==> config.mk <==
export PLATFORM = sky130hd
export DESIGN_NAME = cciChannel
export DESIGN_NICKNAME = d
export VERILOG_FILES = /design/src/ccPkg.sv /design/src/cciLaneIf.sv /design/src/wordLineLoader.sv /design/src/couplingCell.sv /design/src/vthCollector.sv /design/src/cciChannel.sv
export SDC_FILE = /design/constraint.sdc
export NUM_CORES = 2
export LEC_CHECK = 0
export BUFFER_PORTS_ARGS = -buffer_cell sky130_fd_sc_hd__buf_4
export CORE_MARGIN = 2
export CORE_UTILIZATION = 46
export CTS_CLUSTER_DIAMETER = 200
export DETAILED_ROUTE_END_ITERATION = 8
export GPL_TIMING_DRIVEN = 0
export PLACE_DENSITY = 0.77
export SYNTH_ARGS = -nofsm -noshare
export SYNTH_HDL_FRONTEND = slang
export SYNTH_SLANG_ARGS = --single-unit
==> constraint.sdc <==
create_clock -name clk -period 8.75 [get_ports clk]
set_input_delay 0.875 -clock clk [delete_from_list [all_inputs] [get_ports clk]]
set_output_delay 0.875 -clock clk [all_outputs]
set_load 0.005 [all_outputs]
==> src/ccPkg.sv <==
package ccPkg;

	//////////////////////////////
	// Wordline geometry
	//////////////////////////////

	// Cells in one wordline
	parameter int CellCount = 16;

	// One input cell word, programmed and initial halves
	parameter int WordWidth = 32;

	// One voltage or one programming step
	parameter int VoltWidth = WordWidth / 2;

	typedef logic [VoltWidth-1:0] volt_t;

	// Programmed field on top, initial field below
	typedef struct packed {
		volt_t programmed;
		volt_t initVolt;
	} cellWord_t;

	//////////////////////////////
	// Coupling model
	//////////////////////////////

	// Weight of the cell directly above
	parameter int CouplingY = 8;

	// Weight of each diagonal neighbour
	parameter int CouplingXY = 3;

	// Scale down of the weighted sum, 1/64
	parameter int CouplingShift = 6;

	// Sink side buffer size, also the starting credit count
	parameter int SinkCredits = 2;

endpackage

==> src/cciLaneIf.sv <==
`timescale 1ns/10ps

interface cciLaneIf;
	import ccPkg::*;

	// Lane carries one valid wordline slot
	logic laneValid;

	// Previous wordline programmed voltage of this cell
	volt_t victim;

	// Current wordline step directly above the victim
	volt_t stepSelf;

	// Diagonal steps, zero past the wordline edges
	volt_t stepLeft;
	volt_t stepRight;

	// Loader side
	modport src (
		output laneValid,
		output victim,
		output stepSelf,
		output stepLeft,
		output stepRight
	);

	// Coupling cell side
	modport dst (
		input laneValid,
		input victim,
		input stepSelf,
		input stepLeft,
		input stepRight
	);

endinterface

==> src/wordLineLoader.sv <==
`timescale 1ns/10ps

module wordLineLoader #(
	parameter int WordLinesPerBlock = 8192
) (
	input logic clk,
	input logic reset,
	input logic inValid,
	input ccPkg::cellWord_t inWords [ccPkg::CellCount],
	cciLaneIf.src lane [ccPkg::CellCount]
);
	import ccPkg::*;

	localparam int CountWidth = $clog2(WordLinesPerBlock);

	// Wordline position inside the block
	logic [CountWidth-1:0] wordCount;
	logic lastWordLine;
	logic laneValidQ;

	// Present and previous programmed fields
	volt_t presentVolt [CellCount];
	volt_t previousVolt [CellCount];

	// Steps of the latest wordline
	volt_t clampedStep [CellCount];
	volt_t step [CellCount];

	assign lastWordLine = (wordCount == CountWidth'(WordLinesPerBlock - 1));

	// Programmed minus initial, negative goes to zero
	always_comb
	begin
		for (int c = 0; c < CellCount; c++)
		begin
			if (inWords[c].programmed > inWords[c].initVolt)
				clampedStep[c] = inWords[c].programmed - inWords[c].initVolt;
			else
				clampedStep[c] = '0;
		end
	end

	//////////////////////////////
	// Control and present wordline
	//////////////////////////////

	// Present is cleared so the first output after reset is all zeros
	always_ff @(posedge clk or posedge reset)
	begin
		if (reset)
		begin
			wordCount <= '0;
			laneValidQ <= 1'b0;
			for (int c = 0; c < CellCount; c++)
				presentVolt[c] <= '0;
		end
		else
		begin
			laneValidQ <= inValid;
			if (inValid)
			begin
				for (int c = 0; c < CellCount; c++)
					presentVolt[c] <= inWords[c].programmed;
				// Wrap at block end
				wordCount <= lastWordLine ? '0 : wordCount + 1'b1;
			end
		end
	end

	// Shift present down and load steps
	always_ff @(posedge clk)
	begin
		if (inValid)
		begin
			for (int c = 0; c < CellCount; c++)
			begin
				previousVolt[c] <= presentVolt[c];
				// First wordline of a block couples nothing
				step[c] <= (wordCount == '0) ? '0 : clampedStep[c];
			end
		end
	end

	//////////////////////////////
	// Lane routing
	//////////////////////////////

	for (genvar c = 0; c < CellCount; c++)
	begin : gLane
		assign lane[c].laneValid = laneValidQ;
		assign lane[c].victim = previousVolt[c];
		assign lane[c].stepSelf = step[c];
		if (c == 0)
		begin : gLeftEdge
			assign lane[c].stepLeft = '0;
		end
		else
		begin : gLeft
			assign lane[c].stepLeft = step[c-1];
		end
		if (c == CellCount - 1)
		begin : gRightEdge
			assign lane[c].stepRight = '0;
		end
		else
		begin : gRight
			assign lane[c].stepRight = step[c+1];
		end
	end

	// Counter never leaves the block range
	countInBlock: assert property (@(posedge clk) disable iff (reset)
		int'(wordCount) < WordLinesPerBlock);

endmodule

==> src/couplingCell.sv <==
`timescale 1ns/10ps

module couplingCell (
	input logic clk,
	input logic reset,
	cciLaneIf.dst lane,
	output logic cellValid,
	output ccPkg::volt_t cellVth
);
	import ccPkg::*;

	// Worst case 14 full steps fits in four extra bits
	localparam int SumWidth = VoltWidth + 4;
	localparam int TotalWidth = VoltWidth + 1;

	logic [SumWidth-1:0] weighted;
	logic [SumWidth-1:0] shifted;
	logic [TotalWidth-1:0] total;

	//////////////////////////////
	// Coupling arithmetic
	//////////////////////////////

	always_comb
	begin
		// Vertical term plus both diagonal terms
		weighted = SumWidth'(lane.stepSelf) * SumWidth'(CouplingY)
			+ (SumWidth'(lane.stepLeft) + SumWidth'(lane.stepRight)) * SumWidth'(CouplingXY);
		shifted = weighted >> CouplingShift;
		// One carry bit for the saturation check
		total = {1'b0, lane.victim} + TotalWidth'(shifted);
	end

	// Valid tracks the lane one cycle later
	always_ff @(posedge clk or posedge reset)
	begin
		if (reset)
			cellValid <= 1'b0;
		else
			cellValid <= lane.laneValid;
	end

	// Clip at full scale on carry out
	always_ff @(posedge clk)
	begin
		if (lane.laneValid)
		begin
			if (total[VoltWidth])
				cellVth <= '1;
			else
				cellVth <= total[VoltWidth-1:0];
		end
	end

endmodule

==> src/vthCollector.sv <==
`timescale 1ns/10ps

module vthCollector #(
	parameter int FifoDepth = 4
) (
	input logic clk,
	input logic reset,
	input logic [ccPkg::CellCount-1:0] cellValid,
	input ccPkg::volt_t cellVth [ccPkg::CellCount],
	output logic outValid,
	output ccPkg::volt_t outVth [ccPkg::CellCount],
	input logic outCredit,
	output logic inCredit
);
	import ccPkg::*;

	localparam int PtrWidth = (FifoDepth > 1) ? $clog2(FifoDepth) : 1;
	localparam int FillWidth = $clog2(FifoDepth + 1);
	localparam int CreditWidth = $clog2(SinkCredits + 1);

	// One whole wordline per entry
	volt_t fifoMem [FifoDepth][CellCount];

	logic [PtrWidth-1:0] wrPtr;
	logic [PtrWidth-1:0] rdPtr;
	logic [FillWidth-1:0] fill;
	logic [CreditWidth-1:0] credits;
	logic push;
	logic pop;
	logic fifoEmpty;
	logic fifoFull;

	// Pointer step with wrap for any depth
	function automatic logic [PtrWidth-1:0] nextPtr(input logic [PtrWidth-1:0] ptr);
		return (ptr == PtrWidth'(FifoDepth - 1)) ? '0 : ptr + 1'b1;
	endfunction

	//////////////////////////////
	// Push and pop
	//////////////////////////////

	assign push = &cellValid;
	assign fifoEmpty = (fill == '0);
	assign fifoFull = (fill == FillWidth'(FifoDepth));

	// Send only with data and a sink credit
	assign pop = !fifoEmpty && (credits != '0);
	assign outValid = pop;
	// Freed entry goes back upstream
	assign inCredit = pop;

	// Head entry drives the output
	always_comb
	begin
		for (int c = 0; c < CellCount; c++)
			outVth[c] = fifoMem[rdPtr][c];
	end

	always_ff @(posedge clk)
	begin
		if (push)
		begin
			for (int c = 0; c < CellCount; c++)
				fifoMem[wrPtr][c] <= cellVth[c];
		end
	end

	//////////////////////////////
	// Pointers, fill and credits
	//////////////////////////////

	always_ff @(posedge clk or posedge reset)
	begin
		if (reset)
		begin
			wrPtr <= '0;
			rdPtr <= '0;
			fill <= '0;
			credits <= CreditWidth'(SinkCredits);
		end
		else
		begin
			if (push)
				wrPtr <= nextPtr(wrPtr);
			if (pop)
				rdPtr <= nextPtr(rdPtr);
			case ({push, pop})
				2'b10: fill <= fill + 1'b1;
				2'b01: fill <= fill - 1'b1;
				default: fill <= fill;
			endcase
			// Spend on send, regain on sink return
			case ({pop, outCredit})
				2'b10: credits <= credits - 1'b1;
				2'b01: credits <= credits + 1'b1;
				default: credits <= credits;
			endcase
		end
	end

	// All cells run in lockstep
	cellsAgree: assert property (@(posedge clk) disable iff (reset)
		(cellValid == '0) || (cellValid == '1));

	// Upstream credits keep the FIFO from overflowing
	noPushWhenFull: assert property (@(posedge clk) disable iff (reset)
		push |-> !fifoFull);

	// Sink never returns more than it got
	creditsBounded: assert property (@(posedge clk) disable iff (reset)
		int'(credits) <= SinkCredits);

endmodule

==> src/cciChannel.sv <==
`timescale 1ns/10ps

module cciChannel #(
	parameter int WordLinesPerBlock = 8192,
	parameter int FifoDepth = 4
) (
	input logic clk,
	input logic reset,
	input logic inValid,
	input ccPkg::cellWord_t inWords [ccPkg::CellCount],
	output logic inCredit,
	output logic outValid,
	output ccPkg::volt_t outVth [ccPkg::CellCount],
	input logic outCredit
);
	import ccPkg::*;

	//////////////////////////////
	// Internal wiring
	//////////////////////////////

	// One lane per cell
	cciLaneIf lane [CellCount] ();

	logic [CellCount-1:0] cellValid;
	volt_t cellVth [CellCount];

	// Present and previous wordline, steps and block counter
	wordLineLoader #(
		.WordLinesPerBlock(WordLinesPerBlock)
	) i_loader (
		.clk(clk),
		.reset(reset),
		.inValid(inValid),
		.inWords(inWords),
		.lane(lane)
	);

	// Cell array
	for (genvar c = 0; c < CellCount; c++)
	begin : gCell
		couplingCell i_cell (
			.clk(clk),
			.reset(reset),
			.lane(lane[c]),
			.cellValid(cellValid[c]),
			.cellVth(cellVth[c])
		);
	end

	// Output FIFO and both credit loops
	vthCollector #(
		.FifoDepth(FifoDepth)
	) i_collector (
		.clk(clk),
		.reset(reset),
		.cellValid(cellValid),
		.cellVth(cellVth),
		.outValid(outValid),
		.outVth(outVth),
		.outCredit(outCredit),
		.inCredit(inCredit)
	);

endmodule

---- Word level (Yosys, flattened, before mapping) ----
Memory sizes are Yosys's and may differ from the RTL's.
Cells that the tools add are included.
W data, S select, Z words.
storage, ports and cells
  register bits ........................... 536
  latch bits .............................. 0
  memory bits (writable) .................. 1536
  ROM bits ................................ 0
  input port bits ......................... 516
  output and inout port bits .............. 258
  word-level logic and storage cells ...... 198
  memories ................................ 3
operators by class
  add/sub/neg operators ................... 69
  multipliers ............................. 16
  divide/modulo/power cells ............... 0
  $lt $le $gt $ge ......................... 16
  equal/unequal tests ..................... 7
  shift-type cells ........................ 0
  multiplexer cells ....................... 41
  bitwise logic cells ..................... 0
  reductions and logical operators ........ 7
memories
  name                   words  bits a word  rd ports  clocked after Yosys merged registers in  wr ports  line                  source
  i_collector.fifoMem    4      256          1         0                                        1         vthCollector.sv:22    volt_t fifoMem [FifoDepth][CellCount];
  i_loader.previousVolt  16     16           16        0                                        16        wordLineLoader.sv:23  volt_t previousVolt [CellCount];
  i_loader.step          16     16           16        0                                        16        wordLineLoader.sv:27  volt_t step [CellCount];
operator list
  kind                     count
  $mux W16                 32
  $add A19 B20 Y20         16
  $mul A20 B2 Y20 const B  14
  $add A16 B14 Y17         16
  $gt A16 B16 Y1           16
  $sub A16 B16 Y16         16
  $add A16 B16 Y17         14
  $mul A16 B2 Y18 const B  2
  $add A13 B1 Y13 const B  1
  $eq A13 B13 Y1 const B   1
  $logic_not A13 Y1        1
  $mux W13                 1
  $eq A2 B2 Y1 const B     4
  $add A2 B1 Y2 const B    3
  $pmux W3 S2              1
  $reduce_bool A2 Y1       3
  $eq A2 B1 Y1 const B     2
  $mux W1                  4
  $mux W2                  2
  $pmux W2 S2              1
  $add A3 B1 Y3 const B    1
  $logic_not A3 Y1         1
  $sub A3 B1 Y3 const B    1
  $sub A2 B1 Y2 const B    1
  other kinds (2)          2

---- Longest topological paths before layout ----
  depth in word-level cells ............... 5
  depth in mapped cells ................... 33
  gate-level depth less buffers ........... 32

---- Modules after synthesis ----
From an unflattened synthesis, not the netlist that was laid out.
second synthesis, totals
  cell total of the unflattened synthesis .. 10940
  area, all modules ....................... 131113.2 um2
modules (own cells, without submodules)
  module                                instances  cells each  area each (um2)  sequential area each (um2)
  wordLineLoader                        1          3879        43817.0          22131.2
  vthCollector                          1          1389        37967.7          30976.0
  couplingCell at gCell[10].i_cell ...  7          348         3032.9           505.5
  couplingCell at gCell[6].i_cell ...   4          357         3138.0           505.5
  couplingCell at gCell[11].i_cell ...  2          364         3100.5           505.5
  couplingCell at gCell[0].i_cell       1          359         3160.5           505.5
  couplingCell at gCell[5].i_cell       1          372         3143.0           505.5
  couplingCell at gCell[13].i_cell      1          349         3041.7           505.5

---- Least setup slack after synthesis ----
No wires, ideal clock.
  kind .................................... reg2reg
  start ................................... register i_collector.wrPtr[0]
  end ..................................... memory i_collector.fifoMem[0][0] in the netlist's numbering (enable)
  library setup time ...................... 0.648 ns
  data arrival time ....................... 6.422 ns
  data required time ...................... 8.102 ns
  setup slack ............................. 1.680 ns
  stages on the path, launching flop included .. 4
  buffers on the path ..................... 0
  clock period less this slack ............ 7.070 ns
  cells stage by stage .................... dfrtp_1 > inv_1 > ha_1 > and2_1
RTL lines
  element                   line                source
  start: declaration        vthCollector.sv:24  logic [PtrWidth-1:0] wrPtr;
  start signal: assignment  vthCollector.sv:84  wrPtr <= nextPtr(wrPtr);
  end: declaration          vthCollector.sv:22
Straight into the memory's write port.

==> results.sh <==
export IMPL_status="complete, no violations"
export IMPL_die_area_sq_um=265000
export IMPL_ys_flop_type="edfxtp_1"
export IMPL_wl_mm=339
export IMPL_cts_root_buf="clkbuf_16"
export IMPL_coreArea_sq_um=259000
export IMPL_dr_total_vias=81800
export IMPL_dr_pass1_iters=6
export IMPL_clk_pin_slew_ns=0.06
export IMPL_dp_cells=13900
export IMPL_timing_setup_tns_ns=0
export IMPL_syn_nets=11500
export IMPL_die_h_um=515
export IMPL_synthTopCellsByCount="edfxtp_1, ha_1, inv_1"
export IMPL_synth_area_leaders="edfxtp_1, ha_1, dfrtp_1"
export IMPL_drv_cap=0
export IMPL_final_cells=14400
export IMPL_whs_endpoint="i_loader.presentVolt[44]"
export IMPL_avgViaCountPerCell=5.69
export IMPL_min_from="inWords[92]"
export IMPL_io_pins=774
export IMPL_ir_drop_mv=0.359
export IMPL_slowest_delay_ns=0.51
export IMPL_cts_htree_levels=4
export IMPL_min_period_ns=7.62
export IMPL_setup_slack_ns=1.13
export IMPL_maxSlewHeadroom_pct=21.1
export IMPL_grt_use_total_pct=25.1
export IMPL_cts_max_path_buffers=4
export IMPL_path_max_fanout=10
export IMPL_async_flop_share_pct=13.5
export IMPL_crit_slowest_cell="edfxtp_1"
export IMPL_arrival_ns=8.15
export IMPL_cts_resized=0
export IMPL_p_leak_nw=58.3
export IMPL_crit_start="i_loader.step[0][65]"
export IMPL_wl_per_cell_um=23.6
export IMPL_yosysMostFrequentCell="edfxtp_1"
export IMPL_die_w_um=515
export IMPL_rsz0062_at_grt="false"
export IMPL_overflow=0
export IMPL_critPathKind="flip-flop to flip-flop"
export IMPL_yosysTopAreaCellShare_pct=44.8
export IMPL_reg2reg_to="gCell[3].i_cell.cellVth[4]"
export IMPL_period_share_pct=87.1
export IMPL_grt_pass1_wl_mm=501
export IMPL_seq_area_frac_synth_pct=50.7
export IMPL_dpl_hpwl_mm=264
export IMPL_final_nets=12500
export IMPL_antenna_found_initial=60
export IMPL_max_freq_mhz=131
export IMPL_synth_seq_cells=2072
export IMPL_globalplace_congestion=0.944
export IMPL_multi_input_area_sq_um=55000
export IMPL_grt_pass1_vias=82000
export IMPL_synth_area_leader_cell="edfxtp_1"
export IMPL_portBuffers=773
export IMPL_critPathRequiredTime_ns=9.28
export IMPL_drt_iter0_markers=7233
export IMPL_layout_drive_gt1_share_pct=16.3
export IMPL_final_max_slew_viol_count=0
export IMPL_synthToLayoutAreaGrowth_pct=15.7
export IMPL_cts_buffers=224
export IMPL_hold_path_class="input pin to flip-flop"
export IMPL_grt_start_max_net_pins=115
export IMPL_rr_startpoint="i_loader.step[0][65]"
export IMPL_final_antenna_net_count=0
export IMPL_p_per_area_nw_per_um2=464
export IMPL_netlist_area_sq_um=120000
export IMPL_fillers=21100
export IMPL_hold_ws_ns=0.189
export IMPL_setup_viol=0
export IMPL_worstMarginPinSlew_ns=1.18
export IMPL_reg2reg_slack_ns=1.13
export IMPL_ctsHoldBuffers=1
export IMPL_end_kind="flip-flop"
export IMPL_cts_tree="done"
export IMPL_avgSynthCellArea_sq_um=12.4
export IMPL_synthDistinctLibCells=85
export IMPL_num_rows=187
export IMPL_drc_errors=0
export IMPL_start_kind="flip-flop"
export IMPL_regArea_sq_um=60800
export IMPL_skew_ns=0.104
export IMPL_min_delay_path_depth=2
export IMPL_cts_setup_buffers=0
export IMPL_yosys_warnings=0
export IMPL_dpl_worst_slack_ns=1.19
export IMPL_clk_latency_ns=0.93
export IMPL_rr_worst_depth=29
export IMPL_syn_inst=9715
export IMPL_hold_viol_final=0
export IMPL_cts_sinks=2072
export IMPL_initial_utilization_pct=46.3
export IMPL_synth_edf_count=1792
-- kinds of logic (layout without fill, tap and decap cells) --
| group | Yosys count | count (layout) | share of synthesized area [%] |
|---|---|---|---|
| other | 0 | 33 | 0 |
| multiplexers | 525 | 525 | 7.32 |
| adder cells (fa/ha/maj) | 1281 | 1281 | 14.7 |
| flip-flops | 2072 | 2072 | 50.7 |
| buffers and inverters | 1139 | 2360 | 3.58 |
| XOR/XNOR | 721 | 721 | 5.26 |
| AO/OA/AOI/OAI | 1821 | 1821 | 9.85 |
| AND/OR/NAND/NOR | 2156 | 2156 | 8.64 |
-- how the worst max path moves through the flow --
stage | slack [ns] | cells past startpoint | end
floorplan | 0.15 | 1 | gCell[15].i_cell.cellValid
global placement | -4.89 | 2 | i_loader.presentVolt[158]
detailed placement | 1.19 | 29 | gCell[3].i_cell.cellVth[4]
CTS | 1.14 | 29 | gCell[3].i_cell.cellVth[4]
global route | 0.54 | 29 | gCell[9].i_cell.cellVth[10]
finish | 1.13 | 29 | gCell[3].i_cell.cellVth[4]
-- critical path, delay by kind of cell, from the launching register on --
family / cells / cell delay (ns)
flops: 1 / 0.51
compound gates: 14 / 2.95
buf+inv: 3 / 0.91
xor+xnor: 3 / 0.76
simple gates: 5 / 0.75
fa+ha+maj: 4 / 1.42
-- layer usage --
metal,global-route usage (%),wire (um),vias to the layer above
met3,3.52,22100,713
met2,40.2,156000,3009
met5,0,49,-
met1,33.2,140000,40400
li1,-,-,37700
met4,13.3,20000,8
-- sequential cells by signal, summed over array words and instances (netlist names) --
signal and count:
i_loader.previousVolt 256, gCell.i_cell.cellVth 256, i_loader.presentVolt 256, i_collector.fifoMem 1024, i_collector.credits 2, gCell.i_cell.cellValid 1, i_collector.wrPtr 2, i_collector.fill 3
i_loader.wordCount 13, i_collector.rdPtr 2, i_loader.step 256, i_loader.lane.laneValid 1
-- cells in the final DEF, fill, tap and decap left out, types with 40 or more instances in the layout --
cell type and count:
clkinv_2 41, ha_1 1066, dfrtp_1 278, edfxtp_1 1792
a21boi_0 51, mux2_2 265, xor2_1 298, a21oi_1 503
a21o_1 268, a211oi_1 46, o21a_1 158, and3_1 80
nor2_1 623, clkbuf_16 227, buf_4 774, clkbuf_1 108
o21bai_1 96, nand3_1 111, fa_1 215, mux4_2 256
nand2b_1 161, or3_1 55, nand4_1 45, nand2_1 526
xnor2_1 423, o21ai_0 338, buf_1 40, a31oi_1 69
nor2b_1 143, nor3_1 243, inv_1 1004
-- stage by stage --
step                      power [mW]  utilization, %  area [sq um]
after global placement          53.3            50.1        130000
after CTS                       64.5            53.5        139000
after global routing            69.1            53.5        139000
after floorplan                 43.0               -        120000
after detailed placement        54.2            50.5        131000
final                           64.5            53.5        139000
-- where the power goes --
part / internal, mW / switching (mW) / total (mW) / leakage (nW)
clock network: 5.82 / 4.03 / 9.84 / 3.72
logic: 16.1 / 21.8 / 37.9 / 34.3
registers: 15.3 / 1.39 / 16.7 / 20.3
total: 37.3 / 27.2 / 64.5 / 58.3
-- final cells by class --
class / count / area share, %
tap: 3402 / 3.06
buffer: 134 / 0.385
inverter: 1005 / 2.72
clock buffer: 278 / 4.34
multi-input combinational: 6504 / 39.6
sequential: 2072 / 43.8
timing repair buffer: 811 / 4.90
clock inverter: 132 / 1.16
antenna: 33 / 0.0595
Power figures use the tool's default switching activity.
